### src/hw/qdr_config.svh
`ifndef QDR_CONFIG_SVH
`define QDR_CONFIG_SVH

// memory geometry.
`define QDR_DATA_WIDTH   18   // one beat on the pins.
`define QDR_ADDR_WIDTH   10   // burst address.

// pipeline latencies, in clk0 cycles.
`define QDR_SRAM_LATENCY 2    // read command on the pins to first returned beat.
`define QDR_RD_LATENCY   5    // user read strobe to usr_rd_dvld.

// calibration.
`define QDR_TIMER_WIDTH  16
`define QDR_DLL_CYCLES   64   // qdr_dll_off_n held low this long after reset.
`define QDR_CAL_TRIES    4
`define QDR_CAL_TIMEOUT  16   // read strobe to giving up on rd_dvld.
`define QDR_CAL_PATTERN  36'h5_5556_aaaa

`endif
### src/hw/qdr_pkg.sv
`include "qdr_config.svh"

package qdr_pkg;

  // one beat on qdr_d or qdr_q.
  typedef logic [`QDR_DATA_WIDTH-1:0] beat_t;

  // a user word is a full burst. The low half is the rise beat and goes out first.
  typedef logic [2*`QDR_DATA_WIDTH-1:0] word_t;

  typedef logic [`QDR_ADDR_WIDTH-1:0] addr_t;

  // calibration sequence, in the order it normally runs.
  typedef enum logic [2:0] {
    DLL_WAIT,   // memory DLL held off.
    CAL_WRITE,  // pattern write plus one idle cycle.
    CAL_READ,   // single read strobe.
    CAL_WAIT,   // waiting for the read word.
    READY,
    FAIL
  } cal_state_e;

endpackage

### src/hw/qdr_ctrl_top.sv
`include "qdr_config.svh"

module qdr_ctrl_top (
  input  logic           clk0,
  input  logic           reset,
  input  logic           usr_rd_strb,
  input  logic           usr_wr_strb,
  input  qdr_pkg::addr_t usr_addr,
  input  qdr_pkg::word_t usr_wr_data,
  output qdr_pkg::word_t usr_rd_data,
  output logic           usr_rd_dvld,
  output logic           phy_rdy,
  output logic           cal_fail,
  output qdr_pkg::beat_t qdr_d,
  input  qdr_pkg::beat_t qdr_q,
  output qdr_pkg::addr_t qdr_sa,
  output logic           qdr_w_n,
  output logic           qdr_r_n,
  output logic           qdr_dll_off_n
);

  logic                        timer_load;
  logic [`QDR_TIMER_WIDTH-1:0] timer_value;
  logic                        timer_done;
  logic                        cal_active;
  logic                        cal_wr_strb;
  logic                        cal_rd_strb;
  qdr_pkg::addr_t              cal_addr;
  qdr_pkg::word_t              cal_wr_data;

  // ~~~~~~~~~~~~~~~~~~~~~~~~~~~~~~~~~~~~~~~~~~~~~~~~~~~~~~~~~~
  // calibration.
  // ~~~~~~~~~~~~~~~~~~~~~~~~~~~~~~~~~~~~~~~~~~~~~~~~~~~~~~~~~~

  qdr_cal_timer u_cal_timer (
    .clk0        (clk0),
    .reset       (reset),
    .timer_load  (timer_load),
    .timer_value (timer_value),
    .timer_done  (timer_done)
  );

  // the FSM watches the same read path the user sees.
  qdr_cal_fsm u_cal_fsm (
    .clk0        (clk0),
    .reset       (reset),
    .timer_load  (timer_load),
    .timer_value (timer_value),
    .timer_done  (timer_done),
    .cal_active  (cal_active),
    .cal_wr_strb (cal_wr_strb),
    .cal_rd_strb (cal_rd_strb),
    .cal_addr    (cal_addr),
    .cal_wr_data (cal_wr_data),
    .rd_dvld     (usr_rd_dvld),
    .rd_data     (usr_rd_data),
    .dll_off_n   (qdr_dll_off_n),
    .phy_rdy     (phy_rdy),
    .cal_fail    (cal_fail)
  );

  // ~~~~~~~~~~~~~~~~~~~~~~~~~~~~~~~~~~~~~~~~~~~~~~~~~~~~~~~~~~
  // PHY.
  // ~~~~~~~~~~~~~~~~~~~~~~~~~~~~~~~~~~~~~~~~~~~~~~~~~~~~~~~~~~

  qdr_phy u_phy (
    .clk0        (clk0),
    .reset       (reset),
    .phy_rdy     (phy_rdy),
    .cal_active  (cal_active),
    .cal_rd_strb (cal_rd_strb),
    .cal_wr_strb (cal_wr_strb),
    .cal_addr    (cal_addr),
    .cal_wr_data (cal_wr_data),
    .usr_rd_strb (usr_rd_strb),
    .usr_wr_strb (usr_wr_strb),
    .usr_addr    (usr_addr),
    .usr_wr_data (usr_wr_data),
    .rd_data     (usr_rd_data),
    .rd_dvld     (usr_rd_dvld),
    .qdr_d       (qdr_d),
    .qdr_q       (qdr_q),
    .qdr_sa      (qdr_sa),
    .qdr_w_n     (qdr_w_n),
    .qdr_r_n     (qdr_r_n)
  );

endmodule

### src/hw/qdr_phy.sv
`include "qdr_config.svh"

module qdr_phy (
  input  logic           clk0,
  input  logic           reset,
  input  logic           phy_rdy,
  input  logic           cal_active,
  input  logic           cal_rd_strb,
  input  logic           cal_wr_strb,
  input  qdr_pkg::addr_t cal_addr,
  input  qdr_pkg::word_t cal_wr_data,
  input  logic           usr_rd_strb,
  input  logic           usr_wr_strb,
  input  qdr_pkg::addr_t usr_addr,
  input  qdr_pkg::word_t usr_wr_data,
  output qdr_pkg::word_t rd_data,
  output logic           rd_dvld,
  output qdr_pkg::beat_t qdr_d,
  input  qdr_pkg::beat_t qdr_q,
  output qdr_pkg::addr_t qdr_sa,
  output logic           qdr_w_n,
  output logic           qdr_r_n
);

  // output register, memory latency, then two capture cycles.
  localparam int RD_PIPE = 1 + `QDR_SRAM_LATENCY + 2;

  if (RD_PIPE != `QDR_RD_LATENCY) begin : g_latency_check
    $error("QDR_RD_LATENCY does not match the read pipeline.");
  end

  logic           sel_rd;
  logic           sel_wr;
  qdr_pkg::addr_t sel_addr;
  qdr_pkg::word_t sel_data;
  qdr_pkg::beat_t wr_lo;
  qdr_pkg::beat_t wr_hi;
  qdr_pkg::beat_t hi_in;
  qdr_pkg::beat_t hi_beat;
  qdr_pkg::beat_t q_cap;
  qdr_pkg::beat_t q_lo;

  // ~~~~~~~~~~~~~~~~~~~~~~~~~~~~~~~~~~~~~~~~~~~~~~~~~~~~~~~~~~
  // command select.
  // ~~~~~~~~~~~~~~~~~~~~~~~~~~~~~~~~~~~~~~~~~~~~~~~~~~~~~~~~~~

  always_comb begin
    if (cal_active) begin
      sel_rd   = cal_rd_strb;
      sel_wr   = cal_wr_strb;
      sel_addr = cal_addr;
      sel_data = cal_wr_data;
    end else begin
      sel_rd   = usr_rd_strb && phy_rdy;  // user traffic only once calibrated.
      sel_wr   = usr_wr_strb && phy_rdy;
      sel_addr = usr_addr;
      sel_data = usr_wr_data;
    end
  end

  assign wr_lo = sel_data[`QDR_DATA_WIDTH-1:0];
  assign wr_hi = sel_data[2*`QDR_DATA_WIDTH-1:`QDR_DATA_WIDTH];

  // ~~~~~~~~~~~~~~~~~~~~~~~~~~~~~~~~~~~~~~~~~~~~~~~~~~~~~~~~~~
  // pin registers and write serialization.
  // ~~~~~~~~~~~~~~~~~~~~~~~~~~~~~~~~~~~~~~~~~~~~~~~~~~~~~~~~~~

  always_ff @(posedge clk0) begin
    if (reset) begin
      qdr_w_n <= 1'b1;
      qdr_r_n <= 1'b1;
    end else begin
      qdr_w_n <= !sel_wr;
      qdr_r_n <= !sel_rd;
    end
  end

  // the high beat waits one stage so it lands on qdr_d right after the low one.
  assign hi_in = sel_wr ? wr_hi : '0;

  qdr_delay_line #(
    .T     (qdr_pkg::beat_t),
    .DEPTH (1)
  ) u_wr_hi_dly (
    .clk0  (clk0),
    .reset (reset),
    .din   (hi_in),
    .dout  (hi_beat)
  );

  always_ff @(posedge clk0) begin
    if (sel_rd || sel_wr) begin
      qdr_sa <= sel_addr;
    end
    qdr_d <= sel_wr ? wr_lo : hi_beat;  // no strobe follows a write, so hi_beat is next.
    q_cap <= qdr_q;
  end

  // ~~~~~~~~~~~~~~~~~~~~~~~~~~~~~~~~~~~~~~~~~~~~~~~~~~~~~~~~~~
  // read capture and valid.
  // ~~~~~~~~~~~~~~~~~~~~~~~~~~~~~~~~~~~~~~~~~~~~~~~~~~~~~~~~~~

  // the low beat is held one more cycle so both halves line up.
  qdr_delay_line #(
    .T     (qdr_pkg::beat_t),
    .DEPTH (1)
  ) u_rd_lo_dly (
    .clk0  (clk0),
    .reset (reset),
    .din   (q_cap),
    .dout  (q_lo)
  );

  qdr_delay_line #(
    .T     (logic),
    .DEPTH (`QDR_RD_LATENCY)
  ) u_rd_vld_dly (
    .clk0  (clk0),
    .reset (reset),
    .din   (sel_rd),
    .dout  (rd_dvld)
  );

  assign rd_data = {q_cap, q_lo};

  // a burst owns the data pins for two cycles.
  assert property (@(posedge clk0) disable iff (reset)
    (sel_rd || sel_wr) |-> !(sel_rd && sel_wr) ##1 !(sel_rd || sel_wr))
    else $error("command strobes violate the burst spacing.");

endmodule

### src/hw/qdr_cal_fsm.sv
`include "qdr_config.svh"

module qdr_cal_fsm (
  input  logic                        clk0,
  input  logic                        reset,
  output logic                        timer_load,
  output logic [`QDR_TIMER_WIDTH-1:0] timer_value,
  input  logic                        timer_done,
  output logic                        cal_active,
  output logic                        cal_wr_strb,
  output logic                        cal_rd_strb,
  output qdr_pkg::addr_t              cal_addr,
  output qdr_pkg::word_t              cal_wr_data,
  input  logic                        rd_dvld,
  input  qdr_pkg::word_t              rd_data,
  output logic                        dll_off_n,
  output logic                        phy_rdy,
  output logic                        cal_fail
);

  localparam int TRY_W = $clog2(`QDR_CAL_TRIES + 1);
  localparam logic [TRY_W-1:0] LAST_TRY = `QDR_CAL_TRIES - 1;
  localparam logic [`QDR_TIMER_WIDTH-1:0] DLL_LOAD = `QDR_DLL_CYCLES - 1;
  localparam logic [`QDR_TIMER_WIDTH-1:0] READ_LOAD = `QDR_CAL_TIMEOUT;

  qdr_pkg::cal_state_e state;
  qdr_pkg::cal_state_e state_next;
  logic                dll_started;  // timer already loaded for the DLL wait.
  logic                wr_gap;       // idle half of CAL_WRITE.
  logic [TRY_W-1:0]    tries;
  logic                pattern_ok;
  logic                attempt_bad;

  assign pattern_ok = (rd_data == `QDR_CAL_PATTERN);

  // a wrong word or a missing one both use up an attempt.
  assign attempt_bad = (state == qdr_pkg::CAL_WAIT) && (rd_dvld ? !pattern_ok : timer_done);

  // ~~~~~~~~~~~~~~~~~~~~~~~~~~~~~~~~~~~~~~~~~~~~~~~~~~~~~~~~~~
  // state sequencing.
  // ~~~~~~~~~~~~~~~~~~~~~~~~~~~~~~~~~~~~~~~~~~~~~~~~~~~~~~~~~~

  always_comb begin
    state_next = state;
    case (state)
      qdr_pkg::DLL_WAIT: begin
        if (dll_started && timer_done) begin
          state_next = qdr_pkg::CAL_WRITE;
        end
      end
      qdr_pkg::CAL_WRITE: begin
        if (wr_gap) begin
          state_next = qdr_pkg::CAL_READ;
        end
      end
      qdr_pkg::CAL_READ: state_next = qdr_pkg::CAL_WAIT;
      qdr_pkg::CAL_WAIT: begin
        if (rd_dvld && pattern_ok) begin
          state_next = qdr_pkg::READY;
        end else if (attempt_bad) begin
          state_next = (tries == LAST_TRY) ? qdr_pkg::FAIL : qdr_pkg::CAL_WRITE;
        end
      end
      default: state_next = state;  // READY and FAIL hold until reset.
    endcase
  end

  always_ff @(posedge clk0) begin
    if (reset) begin
      state       <= qdr_pkg::DLL_WAIT;
      dll_started <= 1'b0;
      wr_gap      <= 1'b0;
      tries       <= '0;
      phy_rdy     <= 1'b0;
      cal_fail    <= 1'b0;
    end else begin
      state       <= state_next;
      dll_started <= 1'b1;
      wr_gap      <= (state == qdr_pkg::CAL_WRITE) && !wr_gap;
      if (attempt_bad) begin
        tries <= tries + 1'b1;
      end
      // the result flags are set on entry and then stay set.
      if (state_next == qdr_pkg::READY) begin
        phy_rdy <= 1'b1;
      end
      if (state_next == qdr_pkg::FAIL) begin
        cal_fail <= 1'b1;
      end
    end
  end

  // ~~~~~~~~~~~~~~~~~~~~~~~~~~~~~~~~~~~~~~~~~~~~~~~~~~~~~~~~~~
  // outputs, all decoded from registered state.
  // ~~~~~~~~~~~~~~~~~~~~~~~~~~~~~~~~~~~~~~~~~~~~~~~~~~~~~~~~~~

  // the same timer serves the DLL wait and the read timeout.
  assign timer_load  = ((state == qdr_pkg::DLL_WAIT) && !dll_started) ||
                       (state == qdr_pkg::CAL_READ);
  assign timer_value = (state == qdr_pkg::DLL_WAIT) ? DLL_LOAD : READ_LOAD;

  assign cal_wr_strb = (state == qdr_pkg::CAL_WRITE) && !wr_gap;
  assign cal_rd_strb = (state == qdr_pkg::CAL_READ);
  assign cal_addr    = '0;  // the pattern always lives at address 0.
  assign cal_wr_data = `QDR_CAL_PATTERN;

  assign cal_active = (state != qdr_pkg::READY);
  assign dll_off_n  = (state != qdr_pkg::DLL_WAIT);

  // one calibration run ends in READY or in FAIL, never in both.
  assert property (@(posedge clk0) disable iff (reset) !(phy_rdy && cal_fail))
    else $error("phy_rdy and cal_fail both high.");

  // nothing can be in flight while the DLL is still off.
  assert property (@(posedge clk0) disable iff (reset) (state == qdr_pkg::DLL_WAIT) |-> !rd_dvld)
    else $error("read data returned during the DLL wait.");

endmodule

### src/hw/qdr_cal_timer.sv
`include "qdr_config.svh"

module qdr_cal_timer (
  input  logic                        clk0,
  input  logic                        reset,
  input  logic                        timer_load,
  input  logic [`QDR_TIMER_WIDTH-1:0] timer_value,
  output logic                        timer_done
);

  logic [`QDR_TIMER_WIDTH-1:0] count;
  logic                        running;

  // the cycle after the load already counts as one, hence the minus one.
  always_ff @(posedge clk0) begin
    if (reset) begin
      count   <= '0;
      running <= 1'b0;
    end else if (timer_load) begin
      count   <= timer_value - 1'b1;
      running <= 1'b1;
    end else if (running) begin
      if (count == '0) begin
        running <= 1'b0;  // done has been shown for its one cycle.
      end else begin
        count <= count - 1'b1;
      end
    end
  end

  assign timer_done = running && (count == '0);

  // a zero load would wrap the counter and never pulse in time.
  assert property (@(posedge clk0) disable iff (reset) timer_load |-> timer_value != '0)
    else $error("timer loaded with zero.");

endmodule

### src/hw/qdr_delay_line.sv
module qdr_delay_line #(
  parameter type T     = logic,
  parameter int  DEPTH = 1
) (
  input  logic clk0,
  input  logic reset,
  input  T     din,
  output T     dout
);

  // one register per stage, so the latency is exactly DEPTH cycles.
  T stage [DEPTH];

  if (DEPTH < 1) begin : g_depth_check
    $error("qdr_delay_line needs at least one stage.");
  end

  always_ff @(posedge clk0) begin
    if (reset) begin
      for (int i = 0; i < DEPTH; i++) begin
        stage[i] <= '0;
      end
    end else begin
      stage[0] <= din;
      for (int i = 1; i < DEPTH; i++) begin
        stage[i] <= stage[i-1];  // shift toward the output.
      end
    end
  end

  assign dout = stage[DEPTH-1];

endmodule

### config.mk
export PLATFORM = sky130hd
export DESIGN_NAME = qdr_ctrl_top
export DESIGN_NICKNAME = d
export VERILOG_FILES = /design/src/hw/qdr_pkg.sv /design/src/hw/qdr_ctrl_top.sv /design/src/hw/qdr_phy.sv /design/src/hw/qdr_cal_fsm.sv /design/src/hw/qdr_cal_timer.sv /design/src/hw/qdr_delay_line.sv
export VERILOG_INCLUDE_DIRS = /design/src /design/src/hw
export SDC_FILE = /design/constraint.sdc
export NUM_CORES = 1
export LEC_CHECK = 0
export ABC_AREA = 1
export BUFFER_PORTS_ARGS = -buffer_cell sky130_fd_sc_hd__buf_4
export CAP_MARGIN = 20
export CORE_UTILIZATION = 27
export DETAILED_ROUTE_END_ITERATION = 8
export SLEW_MARGIN = 15
export SYNTH_ARGS = -nofsm -noshare
export SYNTH_HDL_FRONTEND = slang
export SYNTH_SLANG_ARGS = --single-unit
export TNS_END_PERCENT = 10
### constraint.sdc
create_clock -name clk0 -period 2.1 [get_ports clk0]
set_input_delay 0.315 -clock clk0 [delete_from_list [all_inputs] [get_ports clk0]]
set_output_delay 0.315 -clock clk0 [all_outputs]
set_load 0.1 [all_outputs]
# Word-level counts from Yosys, hierarchy flattened

Memory sizes are Yosys's and may differ from the RTL's.
Cells that the tools add are included.

RAM bits: 41
Memories kept: 3
Output and inout bits: 70
Logic and storage cells: 86
Bits in registers: 75

Muxes and demuxes: 31
Equality and inequality tests: 9
Bitwise gates (word level): 5
Reduce and logical (&&, ||, !) cells: 22
Add/subtract/negate cells: 3

Memories:

| memory                   | words | width | rd ports | clocked after Yosys merged registers in | write ports | RTL line             | text |
|---|---|---|---|---|---|---|---|
| u_phy.u_rd_lo_dly.stage  | 1     | 18    | 1        | 0                                       | 1           | qdr_delay_line.sv:12 | `T stage [DEPTH];` |
| u_phy.u_wr_hi_dly.stage  | 1     | 18    | 1        | 0                                       | 1           | qdr_delay_line.sv:12 |  |
| u_phy.u_rd_vld_dly.stage | 5     | 1     | 5        | 0                                       | 5           | qdr_delay_line.sv:12 |  |

Operators with widths:

| operator                                                                | count |
|---|---|
| 18-bit 2-to-1 mux                                                       | 4 |
| 16-bit 2-to-1 mux                                                       | 3 |
| 36-bit by 35-bit equality test with 1-bit output, second input constant | 1 |
| 36-bit 2-to-1 mux                                                       | 1 |
| 18-bit OR reduction                                                     | 2 |
| 16-bit by 1-bit subtractor with 16-bit output, second input constant    | 2 |
| 16-bit zero test                                                        | 1 |
| 1-bit 2-to-1 mux                                                        | 16 |
| 3-bit 2-to-1 mux                                                        | 5 |
| 3-bit case mux with 4 select lines                                      | 1 |
| 3-bit by 2-bit equality test with 1-bit output, second input constant   | 3 |
| 1-bit logical AND                                                       | 8 |
| 3-bit equality test, second input constant                              | 2 |
| 6-bit 2-to-1 mux                                                        | 1 |
| 1-bit zero test                                                         | 5 |
| 1-bit OR                                                                | 5 |
| 3-bit by 1-bit adder with 3-bit output, second input constant           | 1 |
| 3-bit by 1-bit equality test with 1-bit output, second input constant   | 1 |
| 3-bit zero test                                                         | 1 |
| 3-bit != test, second input constant                                    | 1 |
| 3-bit nonzero test                                                      | 1 |
| 1-bit logical OR                                                        | 2 |
| 2-bit != test, second input constant                                    | 1 |
| 2-bit AND reduction                                                     | 1 |
| 2-bit nonzero test                                                      | 1 |

# Depth between registers and ports, before layout

Gate-level depths: netlist (run 1).
An unclocked memory read counts as a cell.

Depth after elaboration: 9
Mapped depth: 13
Depth with buffers taken out: 13

# By module

A second synthesis (run 1) with hierarchy kept.

Cells, all modules: 806
Area, all modules: 5730.5 µm²

Modules (own cells, without submodules):

| module                                 | cells an instance | area each (µm²) | instances | sequential area each (µm²) |
|---|---|---|---|---|
| qdr_phy                                | 287               | 2083.2          | 1         | 1061.0 |
| qdr_cal_timer                          | 223               | 1357.6          | 1         | 340.3 |
| qdr_cal_fsm                            | 169               | 1108.6          | 1         | 200.2 |
| qdr_delay_line (u_phy.u_rd_lo_dly ...) | 56                | 521.8           | 2         | 360.3 |
| qdr_delay_line (u_phy.u_rd_vld_dly)    | 15                | 137.6           | 1         | 100.1 |

# Worst setup path before layout (run 1)

No wires, ideal clock.

Path kind: reg-to-reg
Start point: register u_cal_fsm.state[1]
End point: register u_cal_timer.count[14]
Cell stages (with the launch flop): 13
Arrival time: 2.295 ns
Buffers on the path: 0
Setup slack: -0.310 ns
Cells stage by stage: dfxtp_1 -> nor2_4 -> nand2_1 -> nor2_1 -> o21ai_2 -> ha_1 -> inv_1 -> nor3_4 -> inv_1 -> nor2_1 -> nand3_1 -> nand2_1 -> nor2_1

Longest elaborated chain between the ends: 5

Ends and longest elaborated chain:

| element                                                                                               | RTL line            | text |
|---|---|---|
| start, declared                                                                                       | qdr_cal_fsm.sv:26   | `qdr_pkg::cal_state_e state;` |
| start signal, assigned                                                                                | qdr_cal_fsm.sv:70   | `state <= qdr_pkg::DLL_WAIT;` |
| start signal, assigned                                                                                | qdr_cal_fsm.sv:77   | `state <= state_next;` |
| parallel branches: the longest is 5 deep, another holds 16-bit by 1-bit subtractor with 16-bit output | --                  |  |
| end signal, assigned                                                                                  | qdr_cal_timer.sv:20 | `count <= timer_value - 1'b1;` |
| end signal, assigned                                                                                  | qdr_cal_timer.sv:26 | `count <= count - 1'b1;` |
| end, declared                                                                                         | qdr_cal_timer.sv:11 | `` logic [`QDR_TIMER_WIDTH-1:0] count; `` |

Several ways; the timed one is not identified.
A chain may end at the register's enable or synchronous reset.

# Worst setup path after layout (run 1)

Start point: register u_cal_fsm.state[2]
End point: register u_cal_timer.count[8]

Same word-level chain as after synthesis.

==> results_dict.tcl, run 1 <==
set metrics [dict create \
    crit_arrival_ns 2.13 \
    final_layout_size_suffix_gt1_share_pct 28.5 \
    timing.final.max_slew_violations 0 \
    worst-path-buf-inv 4 \
    worst-endpoint-required_ns 2.37 \
    crit_path_start_kind "flip-flop" \
    cellPowerDensity_mw_per_mm2 958 \
    setup_viol 0 \
    place.gp.congestion 0.832 \
    drt_iter0_drc 107 \
    drc_errors 0 \
    top_level_ports 138 \
    min_delay_path_depth 3 \
    syn_area_mm2 0.00432 \
    std_cell_rows 45 \
    fp.dieArea_mm2 0.0165 \
    initial_core_util_pct 28.0 \
    worst_hold_class "input port to flip-flop" \
    worst_setup_path_end_kind "flip-flop" \
    placed_cells 871 \
    cts-root-buf "clkbuf_16" \
    finClkSkew_ns 0.00737 \
    final_common_cell "buf_4" \
    fin_worst_hold_slack_ns 0.105 \
    max_slew.worst_pin.slew_ns 0.492 \
    synth_fp_nets 600 \
    maxCapViolCount 0 \
    final_cells 921 \
    grt_usage_pct 13.4 \
    final_nets 768 \
    dpl.hpwl_mm 7.44 \
    final_period_minus_worst_setup_slack_ns 1.86 \
    via_per_inst 4.06 \
    clock_sink_count 116 \
    number_of_instances_in_the_synthesized_netlist 529 \
    wl_per_cell_um 11.4 \
    cpLargestDelayFamily "simple AND/OR/NAND/NOR gates" \
    proportion_of_netlist_area_held_by_the_largest_area_contributor_pct 49.1 \
    cp_num_cells 12 \
    synth_area_leader_cell "dfxtp_1" \
    status "complete, no violations" \
    tritoncts_clock_tree "built" \
    chipHeight_um 128 \
    fp.coreArea_mm2 0.0154 \
    cts.htree.levels 4 \
    critical-path-max-stage-delay_ns 0.43 \
    detail_route_antenna_nets 0 \
    worstSkewPairLatency_ns 0.41 \
    global_route_wire_length_before_repair_mm 17.0 \
    finalCritPeriodShare_pct 88.5 \
    n_fill_cell 1579 \
    synth-seq-cells 116 \
    io_buffer_count 137 \
    critical-path-top-cell-by-count "nor2_1" \
    most-common-layout-cells "buf_4 (144), nor2_1 (115), dfxtp_1 (105), inv_1 (87), nand2_1 (82)" \
    final_core_util_pct 41.6 \
    path_max_fanout 7 \
    vdd.ir_drop.worst_mv 0.486 \
    cts_setup_buffers 0 \
    reg2regPathDepth 12 \
    synthesis.area_per_instance_um2 8.17 \
    cts_max_path_buffers 2 \
    wirelength_mm 10.5 \
    grt.overflow.total 0 \
    synth.yosys.seq_area_share_pct 56.1 \
    crit_type "flip-flop to flip-flop" \
    grt_setup_unrepaired "false" \
    route.vias.total 3741 \
    finalHoldViolCount 0 \
    path_cells "inv_4, nand3_4, inv_2, o21ai_1, inv_1, ha_1, inv_1, nor2_1, nand4_1, nor2_1, nor2_1, nor3_1" \
    yosysWarningCount 0 \
    vias_in_the_first_global_route 3576 \
    leading_post_synthesis_cells_by_cell_area "dfxtp_1 (49%), nor2_1 (10%), inv_1 (7.6%)" \
    grt_antenna_before_repair 0 \
    grt_start_max_net_pins 37 \
    power.leakage_nw 3.09 \
    drtPass1Iterations 6 \
    cts_made_buffers 17 \
    area.growth.synth_to_final_pct 48.6 \
    synth.distinct_cells 35 \
    worst_setup_hold_path_clk_slew_ns 0.06 \
    antennaDiodeCount 0 \
    slowest_cell_on_the_critical_path "dfxtp_1" \
    die_w_um 128 \
    relSlewSlack_pct 67.0 \
    fmaxAchievable_mhz 538 \
]
[metrics by stage]
step	power [W]	TNS (ns)	setup slack (ns)	cell area, um2
4_1_cts	0.00621	0	0.175	6410
2_1_floorplan	0.00297	-0.0219	-0.0139	4320
3_5_place_dp	0.00320	0	0.188	5610
6_report	0.00615	0	0.242	6420
3_3_place_gp	0.00320	0	0.246	5610
5_1_grt	0.00639	0	0.0148	6420
[layout make-up]
class	instances	area (um2)	area share, %
clock inverters	10	118	1.83
well taps	211	264	4.11
clock buffers	22	507	7.89
inverters	95	359	5.59
repair buffers	162	1260	19.6
flip-flops and latches	116	2420	37.7
multi-input cells	305	1490	23.2
[Yosys cell counts]
| library cell | number |
|---|---|
| o211ai_1 | 1 |
| nor3_1 | 6 |
| inv_2 | 4 |
| a21oi_1 | 10 |
| buf_8 | 1 |
| nand2_2 | 2 |
| clkbuf_1 | 9 |
| nor2_1 | 115 |
| ha_1 | 3 |
| dfxtp_1 | 106 |
| nor2_4 | 6 |
| o21bai_1 | 1 |
| a22o_1 | 9 |
| a31oi_1 | 1 |
| clkinv_1 | 4 |
| o21ai_1 | 3 |
| nand2_1 | 83 |
| nand3b_1 | 2 |
| inv_1 | 87 |
| nand3b_4 | 1 |
| a21oi_4 | 1 |
| a211oi_1 | 1 |
| nand3_2 | 1 |
| nor2_2 | 6 |
| edfxtp_1 | 10 |
| buf_2 | 3 |
| o21ai_0 | 12 |
| o22ai_1 | 1 |
| nand2_4 | 1 |
| nand4_1 | 9 |
| nand3_1 | 26 |
| o21ai_2 | 1 |
| xor2_1 | 1 |
| nor3_4 | 1 |
| nand3_4 | 1 |
[power by group]
| group | internal (W) | switching (W) | total [W] |
|---|---|---|---|
| Sequential | 0.00231 | 0.0000458 | 0.00235 |
| Combinational | 0.000238 | 0.000591 | 0.000829 |
| Clock | 0.00195 | 0.00101 | 0.00297 |
[cells by family (layout without fill, tap and decap cells)]
| logic type | after synthesis | after routing | synth area share (%) |
|---|---|---|---|
| xor gates and xnor gates | 1 | 1 | 0.203 |
| buffers and inverters | 108 | 289 | 9.73 |
| AOI/OAI and AO/OA | 41 | 41 | 6.11 |
| DFF | 116 | 116 | 56.1 |
| adders and majority gates | 3 | 3 | 0.869 |
| and+or+nand+nor | 260 | 260 | 27.0 |
[state kept, by name, indices dropped and copies added (netlist names), 3 cells and up]
register and cells:
u_phy.qdr_d 18, u_phy.q_cap 18, u_cal_timer.count 16, u_phy.qdr_sa 10, u_cal_fsm.state 3, u_phy.u_wr_hi_dly.stage 18, u_phy.u_rd_lo_dly.stage 18, u_phy.u_rd_vld_dly.stage 5
u_cal_fsm.tries 3
[tightest hold or removal path: cells and delay by family]
family        cells  cell delay [ns]
simple gates      2             0.09
buf+inv           1             0.07
[what timing repair did]
| item | in CTS | in global routing |
|---|---|---|
| endpoints found under the hold margin | 18 | 0 |
| gates resized for setup | 0 | 2 |
| setup endpoints to repair | 0 | 4 |
| hold buffers | 18 | 0 |
[final timing paths]
path                                     from                     endpoint  slack (ns)
setup / recovery           u_cal_fsm.state[2]         u_cal_timer.count[8]        0.24
hold / removal                usr_wr_data[15]              u_phy.qdr_d[15]        0.10
hold reg to reg   u_phy.u_rd_vld_dly.stage[2]  u_phy.u_rd_vld_dly.stage[3]        0.41
setup reg to reg           u_cal_fsm.state[2]         u_cal_timer.count[8]        0.24
[routing by layer]
| metal | GRT usage, % | wire (um) | up-vias |
|---|---|---|---|
| li1 | - | - | 1966 |
| met1 | 15.3 | 4470 | 1688 |
| met2 | 23.2 | 5510 | 79 |
| met3 | 4.12 | 360 | 8 |
| met4 | 5.61 | 128 | 0 |
| met5 | 0 | 0 | - |
Note: power is estimated with default switching activity, not from simulation.
==> run 2: changes to the inputs <==
==> constraint.sdc (replaced) <==
create_clock -name clk0 -period 2.1 [get_ports clk0]
set_input_delay 0.315 -clock clk0 [delete_from_list [all_inputs] [get_ports clk0]]
set_output_delay 0.315 -clock clk0 [all_outputs]
set_load 0.005 [all_outputs]
==> run 2 against run 1 <==
- sequential share of layout area barely moved
- combinational power fell by 45%
- register-to-register slack got worse by 0.02 ns
- critical path depth fell by 2
- via count fell by 0.91%
- clock-buffer cell count did not move
- worst hold slack improved by 0.0031 ns
- worst setup slack got worse by 0.018 ns
- cell count rose by 0.33%
- fmax fell by 0.96%
- die area did not move
- largest cell class unchanged
==> results_dict.tcl, run 2 (synthesis gave the netlist of run 1 again) <==
set metrics [dict create \
    grt_setup_unrepaired "false" \
    finClkSkew_ns 0.00898 \
    vdd.ir_drop.worst_mv 0.444 \
    cellPowerDensity_mw_per_mm2 884 \
    worstSkewPairLatency_ns 0.41 \
    cts-root-buf "clkbuf_16" \
    worst-endpoint-required_ns 2.38 \
    final_cells 924 \
    wl_per_cell_um 11.4 \
    cts_max_path_buffers 2 \
    critical-path-top-cell-by-count "inv_1" \
    status "complete, no violations" \
    cts.htree.levels 4 \
    finalHoldViolCount 0 \
    place.gp.congestion 0.815 \
    final_nets 772 \
    worst_hold_class "input port to flip-flop" \
    antennaDiodeCount 0 \
    fp.dieArea_mm2 0.0165 \
    via_per_inst 4.01 \
    std_cell_rows 45 \
    path_cells "nand3_4, inv_2, o21ai_1, inv_1, ha_1, inv_1, nor3_4, nand2_1, o21ai_0, a21oi_1" \
    drtPass1Iterations 4 \
    cts_made_buffers 17 \
    placed_cells 872 \
    post-route-cell-area_mm2 0.00642 \
    final_period_minus_worst_setup_slack_ns 1.88 \
    grt_antenna_before_repair 0 \
    grt.overflow.total 0 \
    io_buffer_count 137 \
    relSlewSlack_pct 71.9 \
    grt_usage_pct 13.5 \
    top_level_ports 138 \
    drt_iter0_drc 115 \
    chipHeight_um 128 \
    fmaxAchievable_mhz 533 \
    timing.final.max_slew_violations 0 \
    power.share.sequential_pct 41.5 \
    p_sw_w 0.00123 \
    slowest_cell_on_the_critical_path "dfxtp_1" \
    critical-path-max-stage-delay_ns 0.47 \
    maxCapViolCount 0 \
    setup_viol 0 \
    wirelength_mm 10.5 \
    final_layout_size_suffix_gt1_share_pct 28.5 \
    most-common-layout-cells "buf_4 (148), nor2_1 (115), dfxtp_1 (106), inv_1 (87), nand2_1 (83)" \
    power_switching_share_pct 21.7 \
    die_w_um 128 \
    dpl.hpwl_mm 7.39 \
    path_max_fanout 7 \
    crit_type "flip-flop to flip-flop" \
    grt_start_max_net_pins 37 \
    clock_sink_count 116 \
    dpl-instance-area_mm2 0.00561 \
    post-place-ws_ns 0.157 \
    crit_arrival_ns 2.15 \
    vias_in_the_first_global_route 3643 \
    final.setup.tns_ns 0 \
    fp.coreArea_mm2 0.0154 \
    route.vias.total 3707 \
    power.leakage_nw 3.09 \
    tritoncts_clock_tree "built" \
    max_slew.worst_pin.slew_ns 0.419 \
    worst_setup_hold_path_clk_slew_ns 0.05 \
    drc_errors 0 \
    area.growth.synth_to_final_pct 48.6 \
    finalCritPeriodShare_pct 89.3 \
    crit_path_start_kind "flip-flop" \
    worst_setup_path_end_kind "flip-flop" \
    share_comb_of_total_power_pct 8.0 \
    timing.final.ws_setup_ns 0.224 \
    initial_core_util_pct 28.0 \
    global_route_wire_length_before_repair_mm 17.1 \
    final_common_cell "buf_4" \
    p_int_w 0.00444 \
    detail_route_antenna_nets 0 \
    power.share.clock_pct 50.5 \
]
-- run 2: timing repair --
item / CTS / global route
gates resized for setup: 0 / 2
hold buffers: 18 / 0
setup buffers: 0 / 3
hold endpoints to repair: 18 / 0
setup endpoints to repair: 0 / 2
-- run 2: area by class of cell --
class	count	area, um2
clock buffer	22	495
clock inverter	9	100
fill	1599	9010
inverter	95	359
multi-input combinational	305	1490
sequential	116	2420
tap	211	264
timing repair buffer	166	1290
-- run 2: path summary, 6_finish.rpt --
check	from	endpoint	slack, ns	cells after the start
setup / recovery	u_cal_fsm.state[1]	u_cal_timer.count[10]	0.22	10
hold / removal	usr_wr_data[13]	u_phy.qdr_d[13]	0.11	3
setup reg to reg	u_cal_fsm.state[1]	u_cal_timer.count[10]	0.22	10
hold reg to reg	u_phy.u_rd_vld_dly.stage[0]	u_phy.u_rd_vld_dly.stage[1]	0.40	2
-- run 2: power groups by stage --
stage | clock network [W] | registers, W | logic, W
floorplan | 0 | 0.00240 | 0.000193
global placement | 0 | 0.00240 | 0.000417
detailed placement | 0 | 0.00240 | 0.000418
CTS | 0.00294 | 0.00236 | 0.000445
global route | 0.00305 | 0.00236 | 0.000506
finish | 0.00286 | 0.00236 | 0.000453
-- run 2: critical path: cells and delay by family, from the launching register on --
| kind | cells | cell delay [ns] |
|---|---|---|
| compound gates | 3 | 0.34 |
| fa+ha+maj | 1 | 0.16 |
| buf+inv | 3 | 0.26 |
| flops | 1 | 0.47 |
| simple gates | 3 | 0.51 |
-- run 2: stage by stage --
stage                     hold slack, ns  total power (W)  utilization [%]
final                              0.108          0.00567             41.6
after global routing               0.100          0.00592             41.6
after CTS                         0.0883          0.00574             41.4
after detailed placement           0.396          0.00282             36.4
after global placement             0.390          0.00282             36.4
after floorplan                    0.343          0.00259                -
-- run 2: metal layers --
layer	GRT usage [%]	vias to the layer above	routed length [um]
met3	4.07	17	340
met4	6.57	0	225
met1	15.7	1648	4530
met2	22.6	68	5400
li1	-	1974	-
met5	0	-	0
